--- config.mk ---
export PLATFORM = sky130hd
export DESIGN_NAME = menu_game_top
export DESIGN_NICKNAME = d
export VERILOG_FILES = /design/src/menu_game_pkg.sv /design/src/button_decode.sv /design/src/menu_control.sv /design/src/game_round.sv /design/src/screen_sender.sv /design/src/menu_game_top.sv
export VERILOG_INCLUDE_DIRS = /design/src /design/src/src
export SDC_FILE = /design/constraint.sdc
export NUM_CORES = 1
export LEC_CHECK = 0
export BUFFER_PORTS_ARGS = -buffer_cell sky130_fd_sc_hd__buf_2
export CORE_MARGIN = 10
export CORE_UTILIZATION = 50
export DETAILED_ROUTE_END_ITERATION = 8
export GPL_TIMING_DRIVEN = 0
export PLACE_DENSITY = 0.78
export SETUP_SLACK_MARGIN = 0.02
export SLEW_MARGIN = 40
export SYNTH_ARGS = -nofsm -noshare
export SYNTH_HDL_FRONTEND = slang
export SYNTH_SLANG_ARGS = --single-unit
--- constraint.sdc ---
create_clock -name clock -period 3.5 [get_ports clock]
set_input_delay 0.35 -clock clock [delete_from_list [all_inputs] [get_ports clock]]
set_output_delay 0.35 -clock clock [all_outputs]
set_load 0.01 [all_outputs]
--- src/menu_game_consts.svh ---
// Timing constants shared by the menu game blocks
// ROUND_CYCLES, BYTE_GAP and SYNC_STAGES must all be at least 1

`ifndef MENU_GAME_CONSTS_SVH
`define MENU_GAME_CONSTS_SVH

// Length of one game round in clock cycles
`define MENU_GAME_ROUND_CYCLES 2000

// Cycles between the two byte strobes of a frame, and after the last one
`define MENU_GAME_BYTE_GAP 16

// Flops in each button synchronizer
`define MENU_GAME_SYNC_STAGES 2

`endif

--- src/menu_game_pkg.sv ---
// Types shared by the menu game blocks
// Screen codes are 1 to 4, score saturates at 255
`default_nettype none

package menu_game_pkg;

        typedef logic [7:0] screen_t;
        typedef logic [7:0] score_t;
        typedef logic [7:0] tx_byte_t;

        // Encodings match the debug codes the host tools expect
        typedef enum logic [4:0] {
                st_initial           = 5'd0,
                st_main_menu         = 5'd1,
                st_latch_main        = 5'd2,
                st_send_main_shot    = 5'd3,
                st_wait_main_shot    = 5'd4,
                st_start_round       = 5'd5,
                st_wait_round        = 5'd6,
                st_end_screen        = 5'd7,
                st_latch_end         = 5'd8,
                st_send_end_shot     = 5'd9,
                st_wait_end_shot     = 5'd10,
                st_score_entry       = 5'd11,
                st_latch_entry       = 5'd12,
                st_send_entry        = 5'd13,
                st_wait_entry        = 5'd14,
                st_send_main_special = 5'd15,
                st_wait_main_special = 5'd16,
                st_score_view        = 5'd17,
                st_latch_view        = 5'd18,
                st_send_view         = 5'd19,
                st_wait_view         = 5'd20,
                st_send_end_special  = 5'd21,
                st_wait_end_special  = 5'd22,
                st_choose_main       = 5'd23,
                st_choose_end        = 5'd24,
                st_choose_entry      = 5'd25,
                st_choose_view       = 5'd26,
                st_restart_round     = 5'd27,
                st_error             = 5'd31
        } menu_state_t;

endpackage

`default_nettype wire

--- src/button_decode.sv ---
// Button capture: synchronizer plus rising-edge detect per button
// Buttons are assumed bounce free, press lags an edge by SYNC_STAGES + 1 cycles
`timescale 1ns/1ps
`default_nettype none
`include "menu_game_consts.svh"

module button_decode (
        input wire clock,
        input wire reset,
        input wire shot,
        input wire special,
        input wire latch_button,
        input wire clear_button,
        output logic press,
        output logic shot_sync,
        output logic last_shot,
        output logic last_special
);
        localparam int stages = `MENU_GAME_SYNC_STAGES;

        // Bit 0 is shot, bit 1 is special
        logic [stages-1:0][1:0] sync_q;
        logic [1:0] sync_level;
        logic [1:0] prev_q;
        logic [1:0] last_q;

        assign sync_level = sync_q[stages-1];

        always_ff @(posedge clock or posedge reset) begin
                if (reset) begin
                        sync_q <= '0;
                end else begin
                        sync_q[0] <= {special, shot};
                        for (int i = 1; i < stages; i++) begin
                                sync_q[i] <= sync_q[i-1];
                        end
                end
        end

        // Either button rising gives one press pulse
        always_ff @(posedge clock or posedge reset) begin
                if (reset) begin
                        prev_q <= 2'b00;
                        press <= 1'b0;
                end else begin
                        prev_q <= sync_level;
                        press <= |(sync_level & ~prev_q);
                end
        end

        always_ff @(posedge clock or posedge reset) begin
                if (reset)
                        last_q <= 2'b00;
                else if (clear_button)
                        last_q <= 2'b00;
                else if (latch_button)
                        last_q <= sync_level;
        end

        assign shot_sync = sync_level[0];
        assign last_shot = last_q[0];
        assign last_special = last_q[1];

endmodule

`default_nettype wire

--- src/menu_control.sv ---
// Menu FSM, Moore style, one state per clock
// send comes 3 cycles after press, then waits for send_done before moving on
`timescale 1ns/1ps
`default_nettype none

module menu_control (
        input wire clock,
        input wire reset,
        input wire press,
        input wire last_shot,
        input wire last_special,
        input wire send_done,
        input wire round_done,
        output logic latch_button,
        output logic clear_button,
        output logic send,
        output logic round_start,
        output logic round_clear,
        output logic round_active,
        output menu_game_pkg::screen_t screen,
        output menu_game_pkg::menu_state_t state
);
        import menu_game_pkg::*;

        localparam screen_t screen_main = 8'd1;
        localparam screen_t screen_view = 8'd2;
        localparam screen_t screen_end = 8'd3;
        localparam screen_t screen_entry = 8'd4;

        menu_state_t state_q;
        menu_state_t state_d;

        always_ff @(posedge clock or posedge reset) begin
                if (reset)
                        state_q <= st_initial;
                else
                        state_q <= state_d;
        end

        always_comb begin
                case (state_q)
                        st_initial:           state_d = st_main_menu;
                        // Main menu
                        st_main_menu:         state_d = press ? st_latch_main : st_main_menu;
                        st_latch_main:        state_d = st_choose_main;
                        st_choose_main:       state_d = last_shot ? st_send_main_shot :
                                                        last_special ? st_send_main_special :
                                                        st_main_menu;
                        st_send_main_shot:    state_d = st_wait_main_shot;
                        st_wait_main_shot:    state_d = send_done ? st_restart_round
                                                                  : st_wait_main_shot;
                        st_send_main_special: state_d = st_wait_main_special;
                        st_wait_main_special: state_d = send_done ? st_score_view
                                                                  : st_wait_main_special;
                        // Game round
                        st_restart_round:     state_d = st_start_round;
                        st_start_round:       state_d = st_wait_round;
                        st_wait_round:        state_d = round_done ? st_end_screen : st_wait_round;
                        // End screen, either button moves on
                        st_end_screen:        state_d = press ? st_latch_end : st_end_screen;
                        st_latch_end:         state_d = st_choose_end;
                        st_choose_end:        state_d = last_shot ? st_send_end_shot :
                                                        last_special ? st_send_end_special :
                                                        st_end_screen;
                        st_send_end_shot:     state_d = st_wait_end_shot;
                        st_wait_end_shot:     state_d = send_done ? st_score_entry : st_wait_end_shot;
                        st_send_end_special:  state_d = st_wait_end_special;
                        st_wait_end_special:  state_d = send_done ? st_score_entry
                                                                  : st_wait_end_special;
                        // Score entry, shot only
                        st_score_entry:       state_d = press ? st_latch_entry : st_score_entry;
                        st_latch_entry:       state_d = st_choose_entry;
                        st_choose_entry:      state_d = last_shot ? st_send_entry : st_score_entry;
                        st_send_entry:        state_d = st_wait_entry;
                        st_wait_entry:        state_d = send_done ? st_main_menu : st_wait_entry;
                        // Score view, special only
                        st_score_view:        state_d = press ? st_latch_view : st_score_view;
                        st_latch_view:        state_d = st_choose_view;
                        st_choose_view:       state_d = last_special ? st_send_view : st_score_view;
                        st_send_view:         state_d = st_wait_view;
                        st_wait_view:         state_d = send_done ? st_main_menu : st_wait_view;
                        st_error:             state_d = st_initial;
                        default:              state_d = st_error;
                endcase
        end

        always_comb begin
                latch_button = 1'b0;
                clear_button = 1'b0;
                send = 1'b0;
                round_start = 1'b0;
                round_clear = 1'b0;
                round_active = 1'b0;
                case (state_q)
                        st_initial:
                                clear_button = 1'b1;
                        st_latch_main, st_latch_end, st_latch_entry, st_latch_view:
                                latch_button = 1'b1;
                        st_send_main_shot, st_send_main_special, st_send_end_shot,
                        st_send_end_special, st_send_entry, st_send_view:
                                send = 1'b1;
                        st_restart_round:
                                round_clear = 1'b1;
                        st_start_round: begin
                                round_start = 1'b1;
                                round_active = 1'b1;
                        end
                        st_wait_round:
                                round_active = 1'b1;
                        default: ;
                endcase
        end

        // Round states show the main menu code, as does reset
        always_comb begin
                case (state_q)
                        st_score_view, st_latch_view, st_choose_view, st_send_view,
                        st_wait_view:
                                screen = screen_view;
                        st_end_screen, st_latch_end, st_choose_end, st_send_end_shot,
                        st_wait_end_shot, st_send_end_special, st_wait_end_special:
                                screen = screen_end;
                        st_score_entry, st_latch_entry, st_choose_entry, st_send_entry,
                        st_wait_entry:
                                screen = screen_entry;
                        default:
                                screen = screen_main;
                endcase
        end

        assign state = state_q;

endmodule

`default_nettype wire

--- src/game_round.sv ---
// Game round timer and shot counter
// round_done pulses exactly ROUND_CYCLES cycles after round_start
// Score holds after the round until round_clear
`timescale 1ns/1ps
`default_nettype none
`include "menu_game_consts.svh"

module game_round (
        input wire clock,
        input wire reset,
        input wire round_start,
        input wire round_clear,
        input wire press,
        input wire shot_sync,
        output logic round_done,
        output menu_game_pkg::score_t score
);
        localparam int round_cycles = `MENU_GAME_ROUND_CYCLES;
        localparam int count_width = $clog2(round_cycles + 1);

        logic running_q;
        logic [count_width-1:0] remain_q;

        assign round_done = running_q && (remain_q == '0);

        // Counts down to zero, done on the zero cycle
        always_ff @(posedge clock or posedge reset) begin
                if (reset) begin
                        running_q <= 1'b0;
                        remain_q <= '0;
                end else if (round_start) begin
                        running_q <= 1'b1;
                        remain_q <= count_width'(round_cycles - 1);
                end else if (running_q) begin
                        if (remain_q == '0)
                                running_q <= 1'b0;
                        else
                                remain_q <= remain_q - 1'b1;
                end
        end

        // Only shot presses count, saturating
        always_ff @(posedge clock or posedge reset) begin
                if (reset)
                        score <= '0;
                else if (round_clear)
                        score <= '0;
                else if (running_q && press && shot_sync && (score != '1))
                        score <= score + 1'b1;
        end

endmodule

`default_nettype wire

--- src/screen_sender.sv ---
// Frame sender: screen byte then score byte as strobes, BYTE_GAP cycles apart
// send_done follows BYTE_GAP cycles after the score byte
// A send while busy is dropped, there is no back-pressure
`timescale 1ns/1ps
`default_nettype none
`include "menu_game_consts.svh"

module screen_sender (
        input wire clock,
        input wire reset,
        input wire send,
        input wire menu_game_pkg::screen_t screen,
        input wire menu_game_pkg::score_t score,
        output menu_game_pkg::tx_byte_t tx_byte,
        output logic tx_strobe,
        output logic send_done
);
        import menu_game_pkg::*;

        localparam int byte_gap = `MENU_GAME_BYTE_GAP;
        localparam int gap_width = $clog2(byte_gap + 1);

        logic busy_q;
        logic [1:0] index_q;
        logic [gap_width-1:0] gap_q;
        tx_byte_t screen_byte_q;
        tx_byte_t score_byte_q;
        logic slot;

        // Index 0 and 1 are the bytes, 2 is the closing gap
        assign slot = busy_q && (gap_q == '0);
        assign tx_strobe = slot && (index_q != 2'd2);
        assign send_done = slot && (index_q == 2'd2);
        assign tx_byte = (index_q == 2'd0) ? screen_byte_q : score_byte_q;

        always_ff @(posedge clock or posedge reset) begin
                if (reset) begin
                        busy_q <= 1'b0;
                        index_q <= 2'd0;
                        gap_q <= '0;
                end else if (!busy_q) begin
                        if (send) begin
                                busy_q <= 1'b1;
                                index_q <= 2'd0;
                                gap_q <= '0;
                        end
                end else if (gap_q != '0) begin
                        gap_q <= gap_q - 1'b1;
                end else if (index_q == 2'd2) begin
                        busy_q <= 1'b0;
                end else begin
                        index_q <= index_q + 1'b1;
                        gap_q <= gap_width'(byte_gap - 1);
                end
        end

        // Frame contents captured on an accepted send
        always_ff @(posedge clock) begin
                if (send && !busy_q) begin
                        screen_byte_q <= screen;
                        score_byte_q <= score;
                end
        end

endmodule

`default_nettype wire

--- src/menu_game_top.sv ---
// Menu game top level
// shot and special are raw asynchronous levels, tx_byte is valid only on tx_strobe
`timescale 1ns/1ps
`default_nettype none

module menu_game_top (
        input wire clock,
        input wire reset,
        input wire shot,
        input wire special,
        output wire menu_game_pkg::screen_t screen,
        output wire menu_game_pkg::tx_byte_t tx_byte,
        output wire tx_strobe,
        output wire round_active,
        output wire menu_game_pkg::menu_state_t debug_state
);
        import menu_game_pkg::*;

        wire press;
        wire shot_sync;
        wire last_shot;
        wire last_special;
        wire latch_button;
        wire clear_button;
        wire send;
        wire send_done;
        wire round_start;
        wire round_clear;
        wire round_done;
        score_t score;

        button_decode i_decode (
                .clock(clock),
                .reset(reset),
                .shot(shot),
                .special(special),
                .latch_button(latch_button),
                .clear_button(clear_button),
                .press(press),
                .shot_sync(shot_sync),
                .last_shot(last_shot),
                .last_special(last_special)
        );

        menu_control i_control (
                .clock(clock),
                .reset(reset),
                .press(press),
                .last_shot(last_shot),
                .last_special(last_special),
                .send_done(send_done),
                .round_done(round_done),
                .latch_button(latch_button),
                .clear_button(clear_button),
                .send(send),
                .round_start(round_start),
                .round_clear(round_clear),
                .round_active(round_active),
                .screen(screen),
                .state(debug_state)
        );

        game_round i_round (
                .clock(clock),
                .reset(reset),
                .round_start(round_start),
                .round_clear(round_clear),
                .press(press),
                .shot_sync(shot_sync),
                .round_done(round_done),
                .score(score)
        );

        screen_sender i_sender (
                .clock(clock),
                .reset(reset),
                .send(send),
                .screen(screen),
                .score(score),
                .tx_byte(tx_byte),
                .tx_strobe(tx_strobe),
                .send_done(send_done)
        );

endmodule

`default_nettype wire

==> results.toml <==
[clocking]
insertion_delay_ns = 0.32
clk_pin_slew_ns = 0.11
cts_tree = "done"
cts_setup_buffers = 0
cts_buffer_depth = 2
post_cts_resized = 0
postCtsHoldBufs = 0
cts.sinks = 53
cts-htree-levels = 2
clockRootBuffer = "clkbuf_8"
numCtsBuffers = 5

[finish]
antenna_cells = 0
multi_input_area_um2 = 1650
fin_area_um2 = 3540
nFillCells = 541
layout_common_cells = "dfrtp_1 (42), buf_2 (30), nor2_1 (27)"
final_nets = 387
seqCellArea_um2 = 1380
syn2layout_area_growth_pct = 10.3
drive_above_1_share = 0.169
final_common_cell = "dfrtp_1"

[critical_path]
path_cells = "buf_2 -> buf_2 -> buf_2 -> nand2_1 -> nor2_1 -> a211oi_1 -> a21oi_1 -> buf_2"
crit_top_cell = "buf_2"
slowest_delay_ns = 0.44
critPathTopFamily = "buffers and inverters"
cp.arrival_ns = 2.18
required_ns = 3.15
critPathBufInv = 4
end_kind = "output pin"
slowest_stage = "dfrtp_1"
critPathKind = "flop to output pin"
cp-start-kind = "flop"
crit_fanout = 10

[power_and_ir_drop]
pwr-share-clk = 0.139
peakVddDrop_uv = 423
p_sw_frac = 0.455
netSwitchingPower_mw = 1.44
p_leak_nw = 1.52
p_int_mw = 1.72
power_frac_comb = 0.532
power_density_nw_per_um2 = 891
p_total_mw = 3.16
p_seq_frac = 0.329

[timing]
fin_skew_ns = 0.0165
relSlewSlack = 0.655
setup_viol = 0
period_needed_ns = 2.53
rsz0062_at_grt = "no"
worst_pin_slew_ns = 0.518
max_freq_mhz = 395
post-route-period-util = 0.724
whs_ns = 0.0547
finalSetupTns_ns = 0
maxSlewViolCount = 0
finalHoldViolCount = 0

[route]
num_vias = 2642
ant_nets = 0
drc_errors = 0
wl_per_cell_um = 16.4
drt-total-wl_mm = 7.36
dr.pass1.iters = 5
drtIter0Drc = 386
routed_via_density = 5.88

[place]
place_area_um2 = 3430
port_buffers = 21
hpwl_mm = 5.23
place.gp.congestion = 0.950

[floorplan]
dieWidth_um = 100
core-area_um2 = 6280
initial_core_util = 0.512
num_rows = 29
ios = 27
dieHeight_um = 100
die-area_um2 = 10000

[synth]
synth_cell_type_count = 63
ys.flop_type = "dfrtp_1"
syn-cell-area_um2 = 3210
postSynthCellCount = 339
ys_seq_area_frac = 0.430
synth_edf_count = 11
syn_avg_cell_area_um2 = 9.47
ys_ff_latch = 53
postSynth.asyncResetShare = 0.792
yosys_warnings = 0

[global_routing]
grt_pass1_wl_mm = 12.0
grt-ovfl-total = 0
grt_max_degree = 43
grt_usage = 0.143
grt_pass1_vias = 2490
antenna_found_initial = 0

[job]
max-cap-violations = 0

[worst_hold_path]
worstHoldPathType = "input port to asynchronous set/reset pin"

[status]
status = "finished clean"
==> cell families after synthesis <==
kind of cell	count (synthesis)	synth area share
XOR/XNOR	13	0.0355
AND/OR/NAND/NOR	134	0.238
flip-flops	53	0.430
AO/OA/AOI/OAI	76	0.160
multiplexers	8	0.0265
adder cells (fa/ha/maj)	12	0.0467
buffers and inverters	42	0.0619
other	1	0.00117
==> metal layers <==
metal	global-route usage	share of wire
met5	0	0
met4	0.0467	0.020
met3	0.0385	0.071
met2	0.237	0.47
met1	0.177	0.44
==> synth_stat cells (2+ instances only) <==
| cell type | count | share of area |
|---|---|---|
| nor4b_1 | 2 | 0.0055 |
| nand4b_1 | 2 | 0.0055 |
| o21ai_0 | 17 | 0.026 |
| o21ai_1 | 4 | 0.0062 |
| a22o_1 | 4 | 0.011 |
| o31ai_1 | 2 | 0.0047 |
| nor2b_1 | 16 | 0.031 |
| a211oi_1 | 2 | 0.0047 |
| clkbuf_1 | 6 | 0.0070 |
| a22oi_1 | 3 | 0.0070 |
| buf_4 | 6 | 0.014 |
| a2bb2oi_1 | 2 | 0.0055 |
| nand3_1 | 12 | 0.019 |
| a31oi_1 | 4 | 0.0078 |
| mux2_2 | 4 | 0.014 |
| or3_1 | 4 | 0.0078 |
| nor2_1 | 27 | 0.032 |
| mux2i_1 | 4 | 0.012 |
| and3_1 | 7 | 0.014 |
| edfxtp_1 | 11 | 0.10 |
| ha_1 | 12 | 0.047 |
| nor4bb_1 | 2 | 0.0062 |
| nand2_1 | 22 | 0.026 |
| inv_1 | 20 | 0.023 |
| nand4_1 | 6 | 0.012 |
| nand2b_1 | 5 | 0.0097 |
| o22ai_1 | 2 | 0.0039 |
| xnor2_1 | 7 | 0.019 |
| nor4_1 | 2 | 0.0039 |
| a21oi_1 | 21 | 0.033 |
| or2_1 | 2 | 0.0039 |
| nor3_1 | 11 | 0.017 |
| nor3b_1 | 2 | 0.0047 |
| or4_1 | 2 | 0.0047 |
| buf_2 | 9 | 0.014 |
| xor2_1 | 6 | 0.016 |
| dfrtp_1 | 42 | 0.33 |
| a21oi_2 | 2 | 0.0055 |
==> state kept, by name (all words and copies together), names as in the netlist <==
| register | count |
|---|---|
| i_decode.prev_q | 2 |
| i_sender.busy_q | 1 |
| i_sender.screen_byte_q | 3 |
| i_control.state | 5 |
| i_sender.score_byte_q | 8 |
| i_decode.last_q | 2 |
| i_sender.gap_q | 5 |
| i_decode.sync_level | 2 |
| i_round.score | 8 |
| i_round.remain_q | 11 |
| i_decode.sync_q | 2 |
| i_sender.index_q | 2 |
| i_decode.press | 1 |
| i_round.running_q | 1 |
==> stage by stage <==
stage / utilization / setup slack, ns / instances
final: 0.564 / 0.967 / 449
after CTS: 0.564 / 1.01 / 449
after detailed placement: 0.547 / 1.20 / 441
after global routing: 0.564 / 0.774 / 449
after floorplan: - / 1.54 / 343
after global placement: 0.546 / 1.23 / 441
==> final timing paths <==
check                                                  to  slack [ns]                from  depth (start not counted)
worst min-delay path                  i_round.remain_q[5]        0.05               reset                          2
max in group asynchronous               i_sender.gap_q[4]        3.07               reset                          2
worst max register to register  i_sender.screen_byte_q[1]        1.18  i_control.state[0]                          5
worst max-delay path                            screen[1]        0.97  i_control.state[2]                          8
min in group clock                     i_decode.sync_q[1]        0.13             special                          1
worst min register to register     i_decode.sync_level[1]        0.36  i_decode.sync_q[1]                          0
==> worst reg2reg max path, cell delays in order (launching register included) <==
cell and delay [ns]:
dfrtp_1 0.43, ha_1 0.23, clkbuf_1 0.39, a21oi_1 0.12, o21ai_0 0.27, and3_1 0.51
==> power by group through the flow <==
stage / Sequential [mW] / Combinational, mW / Clock, mW
floorplan: 1.01 / 1.24 / 0
global placement: 1.04 / 1.64 / 0
detailed placement: 1.05 / 1.66 / 0
CTS: 1.04 / 1.66 / 0.443
global route: 1.07 / 1.86 / 0.465
finish: 1.04 / 1.68 / 0.438
==> final cells by class <==
type                    count  area share
flip-flops and latches     53       0.390
multi-input cells         248       0.465
clock buffers               5      0.0194
repair buffers             21      0.0297
well taps                  77      0.0272
clock inverters             3      0.0124
inverters                  20      0.0219
plain buffers              22      0.0350
No activity file was read; power rests on OpenSTA's default activity.
